**src/verilog/axiPkg.sv**
```systemverilog
package axiPkg;

  // ----------------------------------------
  // Bus widths
  // ----------------------------------------
  localparam int AxiIdBits   = 4;
  localparam int AxiAddrBits = 32;
  localparam int AxiDataBits = 32;
  localparam int AxiStrbBits = AxiDataBits / 8;

  // Response codes
  localparam logic [1:0] RespOkay   = 2'b00;
  localparam logic [1:0] RespDecErr = 2'b11;

  // ----------------------------------------
  // Address map
  // ----------------------------------------
  localparam logic [AxiAddrBits-1:0] SramBase = 32'h0000_0000;
  localparam int SramWords    = 1024;
  localparam int SramAddrBits = $clog2(SramWords);
  localparam logic [AxiAddrBits-1:0] SramBytes = AxiAddrBits'(SramWords * AxiStrbBits);

  typedef enum logic {
    SelSram    = 1'b0,
    SelDefault = 1'b1
  } SlaveSel;

  // Addresses below the base wrap to a large offset and fall out of range
  function automatic SlaveSel decodeAddr(input logic [AxiAddrBits-1:0] addr);
    logic [AxiAddrBits-1:0] offset;
    offset = addr - SramBase;
    return (offset < SramBytes) ? SelSram : SelDefault;
  endfunction

  // Word index inside the SRAM region
  function automatic logic [SramAddrBits-1:0] sramIndex(input logic [AxiAddrBits-1:0] addr);
    logic [AxiAddrBits-1:0] offset;
    offset = addr - SramBase;
    return offset[SramAddrBits+1:2];
  endfunction

endpackage

```
**src/verilog/axiBus.sv**
```systemverilog
`timescale 1ns/100ps

interface axiBus;
  import axiPkg::*;

  // Write address
  logic [AxiIdBits-1:0]   awId;
  logic [AxiAddrBits-1:0] awAddr;
  logic                   awValid;
  logic                   awReady;

  // Write data
  logic [AxiDataBits-1:0] wData;
  logic [AxiStrbBits-1:0] wStrb;
  logic                   wValid;
  logic                   wReady;

  // Write response
  logic [AxiIdBits-1:0]   bId;
  logic [1:0]             bResp;
  logic                   bValid;
  logic                   bReady;

  // Read address
  logic [AxiIdBits-1:0]   arId;
  logic [AxiAddrBits-1:0] arAddr;
  logic                   arValid;
  logic                   arReady;

  // Read data, single beat
  logic [AxiIdBits-1:0]   rId;
  logic [AxiDataBits-1:0] rData;
  logic [1:0]             rResp;
  logic                   rLast;
  logic                   rValid;
  logic                   rReady;

  modport master (
    output awId, awAddr, awValid, wData, wStrb, wValid, bReady,
    output arId, arAddr, arValid, rReady,
    input  awReady, wReady, bId, bResp, bValid,
    input  arReady, rId, rData, rResp, rLast, rValid
  );

  modport slave (
    input  awId, awAddr, awValid, wData, wStrb, wValid, bReady,
    input  arId, arAddr, arValid, rReady,
    output awReady, wReady, bId, bResp, bValid,
    output arReady, rId, rData, rResp, rLast, rValid
  );

endinterface

```
**src/verilog/defaultSlave.sv**
```systemverilog
`timescale 1ns/100ps

module defaultSlave (
  input  logic clk,
  input  logic rst,
  axiBus.slave bus
);
  import axiPkg::*;

  logic arHs;
  logic rHs;
  logic awHs;
  logic wHs;
  logic bHs;
  logic awLock;
  logic wLock;
  logic awDone;
  logic wDone;

  // ----------------------------------------
  // Read channel
  // ----------------------------------------
  assign arHs = bus.arValid & bus.arReady;
  assign rHs  = bus.rValid & bus.rReady;

  // No new address while a response waits
  assign bus.arReady = ~bus.rValid;
  assign bus.rData   = '0;
  assign bus.rResp   = RespDecErr;
  assign bus.rLast   = 1'b1;

  always_ff @(posedge clk or negedge rst) begin
    if (!rst) begin
      bus.rValid <= 1'b0;
    end else if (arHs) begin
      bus.rValid <= 1'b1;
    end else if (rHs) begin
      bus.rValid <= 1'b0;
    end
  end

  // ----------------------------------------
  // Write channel
  // ----------------------------------------
  assign awHs   = bus.awValid & bus.awReady;
  assign wHs    = bus.wValid & bus.wReady;
  assign bHs    = bus.bValid & bus.bReady;
  assign awDone = awHs | awLock;
  assign wDone  = wHs | wLock;

  assign bus.awReady = ~awLock;
  assign bus.wReady  = ~wLock;
  assign bus.bResp   = RespDecErr;

  always_ff @(posedge clk or negedge rst) begin
    if (!rst) begin
      awLock     <= 1'b0;
      wLock      <= 1'b0;
      bus.bValid <= 1'b0;
    end else if (bHs) begin
      awLock     <= 1'b0;
      wLock      <= 1'b0;
      bus.bValid <= 1'b0;
    end else begin
      if (awHs) awLock <= 1'b1;
      if (wHs) wLock <= 1'b1;
      if (awDone & wDone) bus.bValid <= 1'b1;
    end
  end

  // Response IDs echo the request
  always_ff @(posedge clk) begin
    if (arHs) bus.rId <= bus.arId;
    if (awHs) bus.bId <= bus.awId;
  end

endmodule

```
**src/flat_wrapper.sv**
```systemverilog
// flat-port wrapper written by rule: the top's interface ports become plain ports
module defaultSlave_flat import axiPkg::*;
  (clk, rst, bus_awId, bus_awAddr, bus_awValid, bus_wData, bus_wStrb, bus_wValid, bus_bReady, bus_arId, bus_arAddr, bus_arValid, bus_rReady, bus_awReady, bus_wReady, bus_bId, bus_bResp, bus_bValid, bus_arReady, bus_rId, bus_rData, bus_rResp, bus_rLast, bus_rValid);
  axiBus bus_i ();
  input  logic clk;
  input  logic rst;
  input wire logic [$bits(bus_i.awId)-1:0] bus_awId;
  input wire logic [$bits(bus_i.awAddr)-1:0] bus_awAddr;
  input wire logic [$bits(bus_i.awValid)-1:0] bus_awValid;
  input wire logic [$bits(bus_i.wData)-1:0] bus_wData;
  input wire logic [$bits(bus_i.wStrb)-1:0] bus_wStrb;
  input wire logic [$bits(bus_i.wValid)-1:0] bus_wValid;
  input wire logic [$bits(bus_i.bReady)-1:0] bus_bReady;
  input wire logic [$bits(bus_i.arId)-1:0] bus_arId;
  input wire logic [$bits(bus_i.arAddr)-1:0] bus_arAddr;
  input wire logic [$bits(bus_i.arValid)-1:0] bus_arValid;
  input wire logic [$bits(bus_i.rReady)-1:0] bus_rReady;
  output wire logic [$bits(bus_i.awReady)-1:0] bus_awReady;
  output wire logic [$bits(bus_i.wReady)-1:0] bus_wReady;
  output wire logic [$bits(bus_i.bId)-1:0] bus_bId;
  output wire logic [$bits(bus_i.bResp)-1:0] bus_bResp;
  output wire logic [$bits(bus_i.bValid)-1:0] bus_bValid;
  output wire logic [$bits(bus_i.arReady)-1:0] bus_arReady;
  output wire logic [$bits(bus_i.rId)-1:0] bus_rId;
  output wire logic [$bits(bus_i.rData)-1:0] bus_rData;
  output wire logic [$bits(bus_i.rResp)-1:0] bus_rResp;
  output wire logic [$bits(bus_i.rLast)-1:0] bus_rLast;
  output wire logic [$bits(bus_i.rValid)-1:0] bus_rValid;
  assign bus_i.awId = bus_awId;
  assign bus_i.awAddr = bus_awAddr;
  assign bus_i.awValid = bus_awValid;
  assign bus_i.wData = bus_wData;
  assign bus_i.wStrb = bus_wStrb;
  assign bus_i.wValid = bus_wValid;
  assign bus_i.bReady = bus_bReady;
  assign bus_i.arId = bus_arId;
  assign bus_i.arAddr = bus_arAddr;
  assign bus_i.arValid = bus_arValid;
  assign bus_i.rReady = bus_rReady;
  assign bus_awReady = bus_i.awReady;
  assign bus_wReady = bus_i.wReady;
  assign bus_bId = bus_i.bId;
  assign bus_bResp = bus_i.bResp;
  assign bus_bValid = bus_i.bValid;
  assign bus_arReady = bus_i.arReady;
  assign bus_rId = bus_i.rId;
  assign bus_rData = bus_i.rData;
  assign bus_rResp = bus_i.rResp;
  assign bus_rLast = bus_i.rLast;
  assign bus_rValid = bus_i.rValid;
  defaultSlave u_core (.clk(clk), .rst(rst), .bus(bus_i));
endmodule
```
**config.mk**
```make
export PLATFORM = sky130hd
export DESIGN_NAME = defaultSlave_flat
export DESIGN_NICKNAME = d
export VERILOG_FILES = /design/src/verilog/axiPkg.sv /design/src/verilog/axiBus.sv /design/src/verilog/defaultSlave.sv /design/src/flat_wrapper.sv
export SDC_FILE = /design/constraint.sdc
export NUM_CORES = 1
export LEC_CHECK = 0
export ABC_AREA = 1
export BUFFER_PORTS_ARGS = -buffer_cell sky130_fd_sc_hd__buf_4
export CAP_MARGIN = 10
export CORE_AREA = 2 2 63 65
export DETAILED_ROUTE_END_ITERATION = 7
export DIE_AREA = 0 0 65 67
export PLACE_DENSITY = 0.7
export SLEW_MARGIN = 20
export SYNTH_ARGS = -nofsm -noshare
export SYNTH_HDL_FRONTEND = slang
export SYNTH_SLANG_ARGS = --single-unit
```
**constraint.sdc**
```tcl
create_clock -name clk -period 1.09 [get_ports clk]
set_input_delay 0.218 -clock clk [delete_from_list [all_inputs] [get_ports clk]]
set_output_delay 0.218 -clock clk [all_outputs]
set_load 0.03 [all_outputs]
```
==> metrics.txt <==
status=completed; simple-gate area share of the yosys netlist=4.821%; CTS clk-pin slew, worst paths=~50 ps; setup ws final=between 30 and 40 ps; async set or reset register ratio after synthesis=approximately 33%; Psw=around 640 µW; CTS tree=built; Area after DPL=slightly above 800 µm²; CTS max path bufs=2; final slew viol count=0; Post-Synth XOR/XNOR Area=0%; Logic pwr share=37.3%; post-synth cell types=12; Post-Synthesis Cells=slightly below 70; ranking of synthesized cells by area=buf_4 40%, edfxtp_1 34%, dfrtp_1 14%; number of routed nets with antenna violations=0; Die ar.=about 4400 µm²; Reg power frac=~36%; Avg Cell Area, Syn=just over 10 µm²; IO Pins=about 170; Synth Flop Type=edfxtp_1; GR Overflow Total=0; setup bufs post-CTS=0; maxcap violations=0; vias in the first global route=roughly 290; wire length per cell=about 6.8 µm; DP Wirelength=approximately 860 µm; Synthesis Warnings=0; Max IR drop VDD=roughly 0.00039 V; CP Class=reg -> out; # port buffers=27; CP startpoint kind=flip-flop; Hold WC Path Type=in -> reg; cell with the most instances after synthesis=buf_4; pwr/cell area=1916 nW/µm²; die height=67 µm; RSZ-0062 raised after global routing=false; DRT Pass-1 Iters=2; post-synth top area share=around two fifths; first-pass GRT wire length=about 1200 µm; Total Wirelength=998 µm; vias per cell=~2.9; Worst EP required=870 ps; Post-synth top cells=37 x buf_4, 8 x edfxtp_1, 6 x inv_1; Die Span X=between 60 and 70 µm; period utilization=a little over nine tenths; initial antenna violation count=0; internal power=1082 µW; Iteration-0 DRC Markers=5; Seq/Total Area, Yosys=48.57%; Fin Hold WS=about 160 ps; adder-cell share of the synthesized area=0%; final net count=approximately 220; skew final=roughly 0.19 ps; Area growth, synth to finish=28.04%; Final Hold Viols=0; share of cells above drive strength 1=between 30% and 40%; CTS Root Cell=clkbuf_8; Synth area leader=buf_4; via count=422; clock group share of total power=approximately 27%; Crit Path Max Fanout=3; n_diodes=0; total CTS buffers=3; post-synthesis mux area share=0%; CTS HTree Levels=1; Worst EP arrival=840 ps; DRC viols=0; final period demand of the worst path=approximately 1100 ps; clock tree sinks=12; Core Box Area=between 3000 and 4000 µm²; Pleak=about 0.00047 µW; cell area after layout=roughly 900 µm²; Rows=22; synthesized area=between 700 and 800 µm²; starting density of the core=between 15 and 20%; Total Negative Setup Slacks=0 ps; Synth Area in Compound Gates=roughly 2.1%; largest net degree at the start of global routing=8; Finish-stage setup viols=0; All-Layer GR Usage=~3.8%; Post-synth EDFFs=8; pre-CTS setup slack=~120 ps; later-pin clock latency in the skew report=about 230 ps; Setup crit end kind=output pin; largest family of logic cells by synthesized area=buffers and inverters; routability cong.=about 0.60; #FFs+latches synth=12; Sw Share=a little under two fifths; FMAX=0.9485 GHz
-- path summary, 6_finish.rpt --
path | from | to | slack, ps | cells past startpoint
max in group asynchronous | rst | u_core.bus.rValid | 660 | 2
min reg2reg | u_core.bus.bValid | u_core.bus.bValid | 520 | 2
max reg2reg | u_core.awLock | u_core.bus.bId[2] | 120 | 1
min | bus_arId[1] | u_core.bus.rId[1] | 160 | 1
min in group asynchronous | rst | u_core.bus.rValid | 320 | 2
max | u_core.bus.rValid | bus_arReady | 40 | 2
-- what timing repair did --
action | CTS | global route
endpoints found under the setup margin | 0 | 3
hold buffers | 1 | 0
resized for setup | 0 | 4
hold endpoints to repair | 4 | 0
-- layout make-up --
| class | count | area, µm² |
|---|---|---|
| timing repair buffer | 28 | 224.0 |
| fill | 406 | 2709 |
| multi-input combinational | 48 | 187.7 |
| clock buffer | 4 | 55.05 |
| tap | 48 | 60.06 |
| sequential | 12 | 341.6 |
| inverter | 7 | 28.78 |
-- registers in the layout, indices dropped and copies added (netlist names) --
register,cells
u_core.bus.rValid,1
u_core.bus.rId,4
u_core.bus.bValid,1
u_core.awLock,1
u_core.wLock,1
u_core.bus.bId,4
-- power by group through the flow --
stage	registers, µW	logic (µW)	clock network, µW
floorplan	722	429	0
global placement	620	612	0
detailed placement	623	615	0
CTS	614	619	483
global route	625	677	494
finish	616	641	461
-- metal layers --
metal	vias up	share of wire [%]	global-route usage, %
li1	196	-	-
met1	174	26	2.893
met2	50	49	6.830
met3	2	23	1.182
met4	0	1.6	4.787
met5	-	0	0
-- cells by family after synthesis --
family	Yosys count
AO/OA/AOI/OAI	3
buffers and inverters	44
flip-flops	12
other	2
AND/OR/NAND/NOR	8
-- cell usage in the layout, fill, tap and decap left out --
cell and n:
nand2_2 1, buf_6 3, nand3_1 1, edfxtp_1 8, dlygate4sd3_1 1, dfrtp_1 3
buf_4 24, a21oi_1 2, o21ai_0 1, inv_2 2, nand2_1 5, inv_4 1
nor2_1 1, conb_1 37, inv_1 4, dfrtp_2 1, clkbuf_8 4
-- critical path, cell delays in order, from the launching register on --
cell and delay (ps):
dfrtp_2 420, inv_4 60, buf_6 120
-- through the flow --
step | power [µW] | std cells | util (%)
6_report | 1719 | 147 | 24.88
5_1_grt | 1796 | 147 | 24.88
4_1_cts | 1716 | 147 | 24.57
3_5_place_dp | 1238 | 142 | 22.76
3_3_place_gp | 1232 | 142 | 22.76
2_1_floorplan | 1151 | 104 | -
Note: power is estimated with default switching activity, not from simulation.
