## config.mk

```make
export PLATFORM = sky130hd
export DESIGN_NAME = addrDecoder_flat
export DESIGN_NICKNAME = d
export VERILOG_FILES = /design/src/verilog/axiPkg.sv /design/src/verilog/axiBus.sv /design/src/verilog/addrDecoder.sv /design/src/flat_wrapper.sv
export SDC_FILE = /design/constraint.sdc
export NUM_CORES = 1
export LEC_CHECK = 0
export BUFFER_PORTS_ARGS = -buffer_cell sky130_fd_sc_hd__buf_2
export CORE_AREA = 2 2 192 194
export DETAILED_ROUTE_END_ITERATION = 6
export DIE_AREA = 0 0 194 196
export GPL_TIMING_DRIVEN = 0
export PLACE_DENSITY_LB_ADDON = 0.3
export SLEW_MARGIN = 0
export SYNTH_ARGS = -nofsm -noshare
export SYNTH_HDL_FRONTEND = slang
export SYNTH_SLANG_ARGS = --single-unit
```

## constraint.sdc

```tcl
create_clock -name clk -period 1.99 [get_ports clk]
set_input_delay 0.4975 -clock clk [delete_from_list [all_inputs] [get_ports clk]]
set_output_delay 0.4975 -clock clk [all_outputs]
set_load 0.02 [all_outputs]
```

## src/verilog/axiPkg.sv

```systemverilog
package axiPkg;

  // ----------------------------------------
  // Bus widths
  // ----------------------------------------
  localparam int AxiIdBits   = 4;
  localparam int AxiAddrBits = 32;
  localparam int AxiDataBits = 32;
  localparam int AxiStrbBits = AxiDataBits / 8;

  // Response codes
  localparam logic [1:0] RespOkay   = 2'b00;
  localparam logic [1:0] RespDecErr = 2'b11;

  // ----------------------------------------
  // Address map
  // ----------------------------------------
  localparam logic [AxiAddrBits-1:0] SramBase = 32'h0000_0000;
  localparam int SramWords    = 1024;
  localparam int SramAddrBits = $clog2(SramWords);
  localparam logic [AxiAddrBits-1:0] SramBytes = AxiAddrBits'(SramWords * AxiStrbBits);

  typedef enum logic {
    SelSram    = 1'b0,
    SelDefault = 1'b1
  } SlaveSel;

  // Addresses below the base wrap to a large offset and fall out of range
  function automatic SlaveSel decodeAddr(input logic [AxiAddrBits-1:0] addr);
    logic [AxiAddrBits-1:0] offset;
    offset = addr - SramBase;
    return (offset < SramBytes) ? SelSram : SelDefault;
  endfunction

  // Word index inside the SRAM region
  function automatic logic [SramAddrBits-1:0] sramIndex(input logic [AxiAddrBits-1:0] addr);
    logic [AxiAddrBits-1:0] offset;
    offset = addr - SramBase;
    return offset[SramAddrBits+1:2];
  endfunction

endpackage

```

## src/verilog/axiBus.sv

```systemverilog
`timescale 1ns/100ps

interface axiBus;
  import axiPkg::*;

  // Write address
  logic [AxiIdBits-1:0]   awId;
  logic [AxiAddrBits-1:0] awAddr;
  logic                   awValid;
  logic                   awReady;

  // Write data
  logic [AxiDataBits-1:0] wData;
  logic [AxiStrbBits-1:0] wStrb;
  logic                   wValid;
  logic                   wReady;

  // Write response
  logic [AxiIdBits-1:0]   bId;
  logic [1:0]             bResp;
  logic                   bValid;
  logic                   bReady;

  // Read address
  logic [AxiIdBits-1:0]   arId;
  logic [AxiAddrBits-1:0] arAddr;
  logic                   arValid;
  logic                   arReady;

  // Read data, single beat
  logic [AxiIdBits-1:0]   rId;
  logic [AxiDataBits-1:0] rData;
  logic [1:0]             rResp;
  logic                   rLast;
  logic                   rValid;
  logic                   rReady;

  modport master (
    output awId, awAddr, awValid, wData, wStrb, wValid, bReady,
    output arId, arAddr, arValid, rReady,
    input  awReady, wReady, bId, bResp, bValid,
    input  arReady, rId, rData, rResp, rLast, rValid
  );

  modport slave (
    input  awId, awAddr, awValid, wData, wStrb, wValid, bReady,
    input  arId, arAddr, arValid, rReady,
    output awReady, wReady, bId, bResp, bValid,
    output arReady, rId, rData, rResp, rLast, rValid
  );

endinterface

```

## src/verilog/addrDecoder.sv

```systemverilog
`timescale 1ns/100ps

module addrDecoder (
  input  logic  clk,
  input  logic  rst,
  axiBus.slave  up,
  axiBus.master sram,
  axiBus.master dflt
);
  import axiPkg::*;

  SlaveSel arSel;
  SlaveSel awSel;
  SlaveSel wSel;
  SlaveSel rdSel;
  SlaveSel wrSel;
  logic    rdBusy;
  logic    wrBusy;
  logic    wGate;
  logic    arHs;
  logic    rHs;
  logic    awHs;
  logic    bHs;

  // ----------------------------------------
  // Read direction
  // ----------------------------------------
  assign arSel = decodeAddr(up.arAddr);
  assign arHs  = up.arValid & up.arReady;
  assign rHs   = up.rValid & up.rReady;

  assign sram.arId    = up.arId;
  assign sram.arAddr  = up.arAddr;
  assign dflt.arId    = up.arId;
  assign dflt.arAddr  = up.arAddr;
  assign sram.arValid = up.arValid & ~rdBusy & (arSel == SelSram);
  assign dflt.arValid = up.arValid & ~rdBusy & (arSel == SelDefault);
  assign up.arReady   = ~rdBusy & ((arSel == SelSram) ? sram.arReady : dflt.arReady);

  // Response comes back from the remembered target
  assign up.rId    = (rdSel == SelSram) ? sram.rId : dflt.rId;
  assign up.rData  = (rdSel == SelSram) ? sram.rData : dflt.rData;
  assign up.rResp  = (rdSel == SelSram) ? sram.rResp : dflt.rResp;
  assign up.rLast  = (rdSel == SelSram) ? sram.rLast : dflt.rLast;
  assign up.rValid = rdBusy & ((rdSel == SelSram) ? sram.rValid : dflt.rValid);

  assign sram.rReady = rdBusy & (rdSel == SelSram) & up.rReady;
  assign dflt.rReady = rdBusy & (rdSel == SelDefault) & up.rReady;

  always_ff @(posedge clk or negedge rst) begin
    if (!rst) begin
      rdBusy <= 1'b0;
      rdSel  <= SelDefault;
    end else if (arHs) begin
      rdBusy <= 1'b1;
      rdSel  <= arSel;
    end else if (rHs) begin
      rdBusy <= 1'b0;
    end
  end

  // ----------------------------------------
  // Write direction
  // ----------------------------------------
  assign awSel = decodeAddr(up.awAddr);
  assign awHs  = up.awValid & up.awReady;
  assign bHs   = up.bValid & up.bReady;

  assign sram.awId    = up.awId;
  assign sram.awAddr  = up.awAddr;
  assign dflt.awId    = up.awId;
  assign dflt.awAddr  = up.awAddr;
  assign sram.awValid = up.awValid & ~wrBusy & (awSel == SelSram);
  assign dflt.awValid = up.awValid & ~wrBusy & (awSel == SelDefault);
  assign up.awReady   = ~wrBusy & ((awSel == SelSram) ? sram.awReady : dflt.awReady);

  // W needs a known target: a valid AW address or the one already taken
  assign wGate = wrBusy | up.awValid;
  assign wSel  = wrBusy ? wrSel : awSel;

  assign sram.wData  = up.wData;
  assign sram.wStrb  = up.wStrb;
  assign dflt.wData  = up.wData;
  assign dflt.wStrb  = up.wStrb;
  assign sram.wValid = up.wValid & wGate & (wSel == SelSram);
  assign dflt.wValid = up.wValid & wGate & (wSel == SelDefault);
  assign up.wReady   = wGate & ((wSel == SelSram) ? sram.wReady : dflt.wReady);

  assign up.bId    = (wrSel == SelSram) ? sram.bId : dflt.bId;
  assign up.bResp  = (wrSel == SelSram) ? sram.bResp : dflt.bResp;
  assign up.bValid = wrBusy & ((wrSel == SelSram) ? sram.bValid : dflt.bValid);

  assign sram.bReady = wrBusy & (wrSel == SelSram) & up.bReady;
  assign dflt.bReady = wrBusy & (wrSel == SelDefault) & up.bReady;

  always_ff @(posedge clk or negedge rst) begin
    if (!rst) begin
      wrBusy <= 1'b0;
      wrSel  <= SelDefault;
    end else if (awHs) begin
      wrBusy <= 1'b1;
      wrSel  <= awSel;
    end else if (bHs) begin
      wrBusy <= 1'b0;
    end
  end

endmodule

```

## src/flat_wrapper.sv

```systemverilog
// flat-port wrapper written by rule: the top's interface ports become plain ports
module addrDecoder_flat import axiPkg::*;
  (clk, rst, up_awId, up_awAddr, up_awValid, up_wData, up_wStrb, up_wValid, up_bReady, up_arId, up_arAddr, up_arValid, up_rReady, up_awReady, up_wReady, up_bId, up_bResp, up_bValid, up_arReady, up_rId, up_rData, up_rResp, up_rLast, up_rValid, sram_awId, sram_awAddr, sram_awValid, sram_wData, sram_wStrb, sram_wValid, sram_bReady, sram_arId, sram_arAddr, sram_arValid, sram_rReady, sram_awReady, sram_wReady, sram_bId, sram_bResp, sram_bValid, sram_arReady, sram_rId, sram_rData, sram_rResp, sram_rLast, sram_rValid, dflt_awId, dflt_awAddr, dflt_awValid, dflt_wData, dflt_wStrb, dflt_wValid, dflt_bReady, dflt_arId, dflt_arAddr, dflt_arValid, dflt_rReady, dflt_awReady, dflt_wReady, dflt_bId, dflt_bResp, dflt_bValid, dflt_arReady, dflt_rId, dflt_rData, dflt_rResp, dflt_rLast, dflt_rValid);
  axiBus up_i ();
  axiBus sram_i ();
  axiBus dflt_i ();
  input  logic clk;
  input  logic rst;
  input wire logic [$bits(up_i.awId)-1:0] up_awId;
  input wire logic [$bits(up_i.awAddr)-1:0] up_awAddr;
  input wire logic [$bits(up_i.awValid)-1:0] up_awValid;
  input wire logic [$bits(up_i.wData)-1:0] up_wData;
  input wire logic [$bits(up_i.wStrb)-1:0] up_wStrb;
  input wire logic [$bits(up_i.wValid)-1:0] up_wValid;
  input wire logic [$bits(up_i.bReady)-1:0] up_bReady;
  input wire logic [$bits(up_i.arId)-1:0] up_arId;
  input wire logic [$bits(up_i.arAddr)-1:0] up_arAddr;
  input wire logic [$bits(up_i.arValid)-1:0] up_arValid;
  input wire logic [$bits(up_i.rReady)-1:0] up_rReady;
  output wire logic [$bits(up_i.awReady)-1:0] up_awReady;
  output wire logic [$bits(up_i.wReady)-1:0] up_wReady;
  output wire logic [$bits(up_i.bId)-1:0] up_bId;
  output wire logic [$bits(up_i.bResp)-1:0] up_bResp;
  output wire logic [$bits(up_i.bValid)-1:0] up_bValid;
  output wire logic [$bits(up_i.arReady)-1:0] up_arReady;
  output wire logic [$bits(up_i.rId)-1:0] up_rId;
  output wire logic [$bits(up_i.rData)-1:0] up_rData;
  output wire logic [$bits(up_i.rResp)-1:0] up_rResp;
  output wire logic [$bits(up_i.rLast)-1:0] up_rLast;
  output wire logic [$bits(up_i.rValid)-1:0] up_rValid;
  output wire logic [$bits(sram_i.awId)-1:0] sram_awId;
  output wire logic [$bits(sram_i.awAddr)-1:0] sram_awAddr;
  output wire logic [$bits(sram_i.awValid)-1:0] sram_awValid;
  output wire logic [$bits(sram_i.wData)-1:0] sram_wData;
  output wire logic [$bits(sram_i.wStrb)-1:0] sram_wStrb;
  output wire logic [$bits(sram_i.wValid)-1:0] sram_wValid;
  output wire logic [$bits(sram_i.bReady)-1:0] sram_bReady;
  output wire logic [$bits(sram_i.arId)-1:0] sram_arId;
  output wire logic [$bits(sram_i.arAddr)-1:0] sram_arAddr;
  output wire logic [$bits(sram_i.arValid)-1:0] sram_arValid;
  output wire logic [$bits(sram_i.rReady)-1:0] sram_rReady;
  input wire logic [$bits(sram_i.awReady)-1:0] sram_awReady;
  input wire logic [$bits(sram_i.wReady)-1:0] sram_wReady;
  input wire logic [$bits(sram_i.bId)-1:0] sram_bId;
  input wire logic [$bits(sram_i.bResp)-1:0] sram_bResp;
  input wire logic [$bits(sram_i.bValid)-1:0] sram_bValid;
  input wire logic [$bits(sram_i.arReady)-1:0] sram_arReady;
  input wire logic [$bits(sram_i.rId)-1:0] sram_rId;
  input wire logic [$bits(sram_i.rData)-1:0] sram_rData;
  input wire logic [$bits(sram_i.rResp)-1:0] sram_rResp;
  input wire logic [$bits(sram_i.rLast)-1:0] sram_rLast;
  input wire logic [$bits(sram_i.rValid)-1:0] sram_rValid;
  output wire logic [$bits(dflt_i.awId)-1:0] dflt_awId;
  output wire logic [$bits(dflt_i.awAddr)-1:0] dflt_awAddr;
  output wire logic [$bits(dflt_i.awValid)-1:0] dflt_awValid;
  output wire logic [$bits(dflt_i.wData)-1:0] dflt_wData;
  output wire logic [$bits(dflt_i.wStrb)-1:0] dflt_wStrb;
  output wire logic [$bits(dflt_i.wValid)-1:0] dflt_wValid;
  output wire logic [$bits(dflt_i.bReady)-1:0] dflt_bReady;
  output wire logic [$bits(dflt_i.arId)-1:0] dflt_arId;
  output wire logic [$bits(dflt_i.arAddr)-1:0] dflt_arAddr;
  output wire logic [$bits(dflt_i.arValid)-1:0] dflt_arValid;
  output wire logic [$bits(dflt_i.rReady)-1:0] dflt_rReady;
  input wire logic [$bits(dflt_i.awReady)-1:0] dflt_awReady;
  input wire logic [$bits(dflt_i.wReady)-1:0] dflt_wReady;
  input wire logic [$bits(dflt_i.bId)-1:0] dflt_bId;
  input wire logic [$bits(dflt_i.bResp)-1:0] dflt_bResp;
  input wire logic [$bits(dflt_i.bValid)-1:0] dflt_bValid;
  input wire logic [$bits(dflt_i.arReady)-1:0] dflt_arReady;
  input wire logic [$bits(dflt_i.rId)-1:0] dflt_rId;
  input wire logic [$bits(dflt_i.rData)-1:0] dflt_rData;
  input wire logic [$bits(dflt_i.rResp)-1:0] dflt_rResp;
  input wire logic [$bits(dflt_i.rLast)-1:0] dflt_rLast;
  input wire logic [$bits(dflt_i.rValid)-1:0] dflt_rValid;
  assign up_i.awId = up_awId;
  assign up_i.awAddr = up_awAddr;
  assign up_i.awValid = up_awValid;
  assign up_i.wData = up_wData;
  assign up_i.wStrb = up_wStrb;
  assign up_i.wValid = up_wValid;
  assign up_i.bReady = up_bReady;
  assign up_i.arId = up_arId;
  assign up_i.arAddr = up_arAddr;
  assign up_i.arValid = up_arValid;
  assign up_i.rReady = up_rReady;
  assign up_awReady = up_i.awReady;
  assign up_wReady = up_i.wReady;
  assign up_bId = up_i.bId;
  assign up_bResp = up_i.bResp;
  assign up_bValid = up_i.bValid;
  assign up_arReady = up_i.arReady;
  assign up_rId = up_i.rId;
  assign up_rData = up_i.rData;
  assign up_rResp = up_i.rResp;
  assign up_rLast = up_i.rLast;
  assign up_rValid = up_i.rValid;
  assign sram_awId = sram_i.awId;
  assign sram_awAddr = sram_i.awAddr;
  assign sram_awValid = sram_i.awValid;
  assign sram_wData = sram_i.wData;
  assign sram_wStrb = sram_i.wStrb;
  assign sram_wValid = sram_i.wValid;
  assign sram_bReady = sram_i.bReady;
  assign sram_arId = sram_i.arId;
  assign sram_arAddr = sram_i.arAddr;
  assign sram_arValid = sram_i.arValid;
  assign sram_rReady = sram_i.rReady;
  assign sram_i.awReady = sram_awReady;
  assign sram_i.wReady = sram_wReady;
  assign sram_i.bId = sram_bId;
  assign sram_i.bResp = sram_bResp;
  assign sram_i.bValid = sram_bValid;
  assign sram_i.arReady = sram_arReady;
  assign sram_i.rId = sram_rId;
  assign sram_i.rData = sram_rData;
  assign sram_i.rResp = sram_rResp;
  assign sram_i.rLast = sram_rLast;
  assign sram_i.rValid = sram_rValid;
  assign dflt_awId = dflt_i.awId;
  assign dflt_awAddr = dflt_i.awAddr;
  assign dflt_awValid = dflt_i.awValid;
  assign dflt_wData = dflt_i.wData;
  assign dflt_wStrb = dflt_i.wStrb;
  assign dflt_wValid = dflt_i.wValid;
  assign dflt_bReady = dflt_i.bReady;
  assign dflt_arId = dflt_i.arId;
  assign dflt_arAddr = dflt_i.arAddr;
  assign dflt_arValid = dflt_i.arValid;
  assign dflt_rReady = dflt_i.rReady;
  assign dflt_i.awReady = dflt_awReady;
  assign dflt_i.wReady = dflt_wReady;
  assign dflt_i.bId = dflt_bId;
  assign dflt_i.bResp = dflt_bResp;
  assign dflt_i.bValid = dflt_bValid;
  assign dflt_i.arReady = dflt_arReady;
  assign dflt_i.rId = dflt_rId;
  assign dflt_i.rData = dflt_rData;
  assign dflt_i.rResp = dflt_rResp;
  assign dflt_i.rLast = dflt_rLast;
  assign dflt_i.rValid = dflt_rValid;
  addrDecoder u_core (.clk(clk), .rst(rst), .up(up_i), .sram(sram_i), .dflt(dflt_i));
endmodule
```

==> flow_summary.json <==
{
  "result_of_the_run": "complete, but fails checks",
  "failed_checks": "negative setup slack",
  "critPathMaxFanout": 3,
  "route.final.wire_length_mm": 15.1,
  "synth-async-reset-ratio": 1.00,
  "hold_class": "in -> async",
  "postCtsHoldBufs": 0,
  "reg2reg_depth": 7,
  "critPathCaptureType": "output pin",
  "crit_path_start_kind": "primary input",
  "hold_viol": 0,
  "synthesized_area_per_cell_sq_um": 7.85,
  "synth_top_cells_by_area": "sky130_fd_sc_hd__buf_4, sky130_fd_sc_hd__mux2_2, sky130_fd_sc_hd__dfstp_2, sky130_fd_sc_hd__dfrtp_1, sky130_fd_sc_hd__o21ai_0",
  "die_h_um": 196,
  "vias": 3704,
  "synth_area_sq_mm": 0.00272,
  "finalSetupTns_ps": -4860,
  "slew_headroom": 0.787,
  "synthesis.nets": 561,
  "critical_register_to_register_path_endpoint": "u_core.wrBusy",
  "synth-seq-cells": 4,
  "yosysUniqueCellTypes": 32,
  "dieWidth_um": 194,
  "synth_enable_flop_cells": 0,
  "pwr_density_cell_mw_per_mm2": 308,
  "max_freq_ghz": 0.423,
  "final_net_count": 1014,
  "avgViaCountPerCell": 2.93,
  "remaining_drc_errors": 0,
  "grt_antenna_before_repair": 2,
  "critPathRequiredTime_ps": 1490,
  "cts.reportedPaths.clkPinSlew_ps": 40,
  "rsz_0062_raised_after_global_routing": "yes",
  "post_detail_place_hpwl_mm": 12.8,
  "cts-buffers-inserted": 3,
  "max_cap_viol_count": 0,
  "post-route-worst-setup-slack_ps": -371,
  "vdd_ir_drop_max_uv": 139,
  "yosysMostFrequentCell": "sky130_fd_sc_hd__buf_4",
  "finalCriticalPeriod_ps": 2360,
  "worst_slew_pin_slew_ps": 316,
  "reg2reg_setup_slack_ps": 270,
  "yosys-top-cells-count": "sky130_fd_sc_hd__buf_4, sky130_fd_sc_hd__mux2_2, sky130_fd_sc_hd__nand2_1",
  "yosysTopAreaCellShare": 0.597,
  "r2r-start": "u_core.wrSel",
  "num_io_pins": 491,
  "timing.final.crit_share": 1.19,
  "io_buffers": 422,
  "yosys_warnings": 0,
  "track_usage": 0.0710,
  "routedWlPerCell_um": 11.9,
  "core_sq_mm": 0.0361,
  "gp_routability_congestion": 0.705,
  "number_of_global_route_vias_before_repair": 3599,
  "share_of_post_route_cells_with_drive_strength_above_1": 0.940,
  "drt_iter0_markers": 46,
  "floorplan.die_area_sq_mm": 0.0380,
  "globalRouteOverflowTotal": 0,
  "yosysSeqAreaShare": 0.0378,
  "initial_core_util": 0.0752,
  "slew_violations": 0,
  "clkLatencyLatePin_ps": 230,
  "clock-root-buffer": "sky130_fd_sc_hd__clkbuf_16",
  "post-place-ws_ps": -562,
  "areaGrowthSynthToFinish_pct": 142,
  "drt_pre_antenna_iters": 4,
  "grt_max_degree": 11,
  "first_pass_grt_wire_length_mm": 20.9,
  "postSynth.topFlopCell": "sky130_fd_sc_hd__dfstp_2",
  "synthesis.instances": 346,
  "final_util": 0.182,
  "library_cell_with_the_largest_summed_area_after_synthesis": "sky130_fd_sc_hd__buf_4",
  "critical_path_arrival_ps": 1860,
  "setup_viol": 40,
  "timing.setup.critical_path_class": "in -> out",
  "postRouteAntennaNets": 0,
  "clock-sinks": 4,
  "fin_total_pwr_uw": 2020,
  "clock_tree.htree_level_count": 1,
  "number_of_buffers_on_the_longest_clock_path": 2,
  "cts_tree": "done",
  "finClkSkew_ps": 0.0492,
  "total_leakage_power_uw": 0.00378,
  "placementRows": 70
}
how the worst max path moves through the flow:
| stage | from | to | slack, ps |
|---|---|---|---|
| final | up_arAddr[21] | up_arReady | -370 |
| after detailed placement | up_arAddr[12] | up_arReady | -560 |
| after global routing | up_arAddr[20] | up_arReady | -410 |
| after global placement | up_arAddr[12] | up_arReady | -550 |
| after CTS | up_arAddr[18] | up_arReady | -360 |
| after floorplan | up_arAddr[23] | up_arReady | -140 |
repair_timing:
item                       4_1_cts  5_1_grt
hold endpoints to repair         0        0
setup endpoints to repair       60       54
setup buffers                   23        8
cloned                           4        0
gates resized for setup        168       45
pin swaps                        9        2
metal layers:
layer	global-route usage	routed length, um
met5	0	0
met4	0.0281	503
met3	0.0129	1070
met2	0.140	8270
met1	0.0733	5220
critical path: stages:
cell,delay [ps]
sky130_fd_sc_hd__buf_6,100
sky130_fd_sc_hd__or4_4,570
sky130_fd_sc_hd__nor3_4,290
sky130_fd_sc_hd__mux2i_4,270
sky130_fd_sc_hd__buf_6,140
layout make-up:
cell class                      instances  area (sq um)
Buffer                                221          1670
Clock buffer                            3          75.1
Timing Repair Buffer                  453          2880
Inverter                                2          7.51
Antenna cell                            1          2.50
Multi-Input combinational cell        114          1240
Tap cell                              468           586
Fill cell                            4040         29500
Sequential cell                         4           103
cell usage in the layout (no fill, tap or decap), drive strengths merged, types with 3 or more instances in the layout:
| master | synthesis | routed |
|---|---|---|
| and2 | 4 | 4 |
| and3 | 4 | 4 |
| buf | 222 | 673 |
| clkbuf | 4 | 4 |
| mux2 | 46 | 46 |
| mux2i | 3 | 3 |
| nand2 | 10 | 10 |
| nand2b | 3 | 3 |
| nand3 | 3 | 3 |
| nor2 | 6 | 6 |
| nor2b | 5 | 5 |
| nor4 | 6 | 6 |
| o21ai | 9 | 9 |
| or4 | 4 | 4 |
report_power, final:
group,internal [uW],total [uW],switching [uW]
Clock,259,333,74.6
Sequential,93.6,103,9.88
Combinational,805,1580,779
Total,1160,2020,863
cells by family after synthesis:
group,count (synthesis),synth area share
buffers and inverters,228,0.617
and+or+nand+nor,51,0.114
DFF,4,0.0378
AOI/OAI and AO/OA,14,0.0300
muxes,49,0.202
sequential cells by signal, indices dropped and copies added (netlist names):
signal,cells
u_core.wrBusy,1
u_core.rdBusy,1
u_core.rdSel,1
u_core.wrSel,1
through the flow:
step	hold WS (ps)	instances	cell area (sq um)
6_report	106	1266	6560
5_1_grt	118	1266	6560
4_1_cts	119	1263	6430
3_5_place_dp	364	1236	5460
3_3_place_gp	359	1236	5460
2_1_floorplan	202	346	2760
No activity file was read; power rests on OpenSTA's default activity.
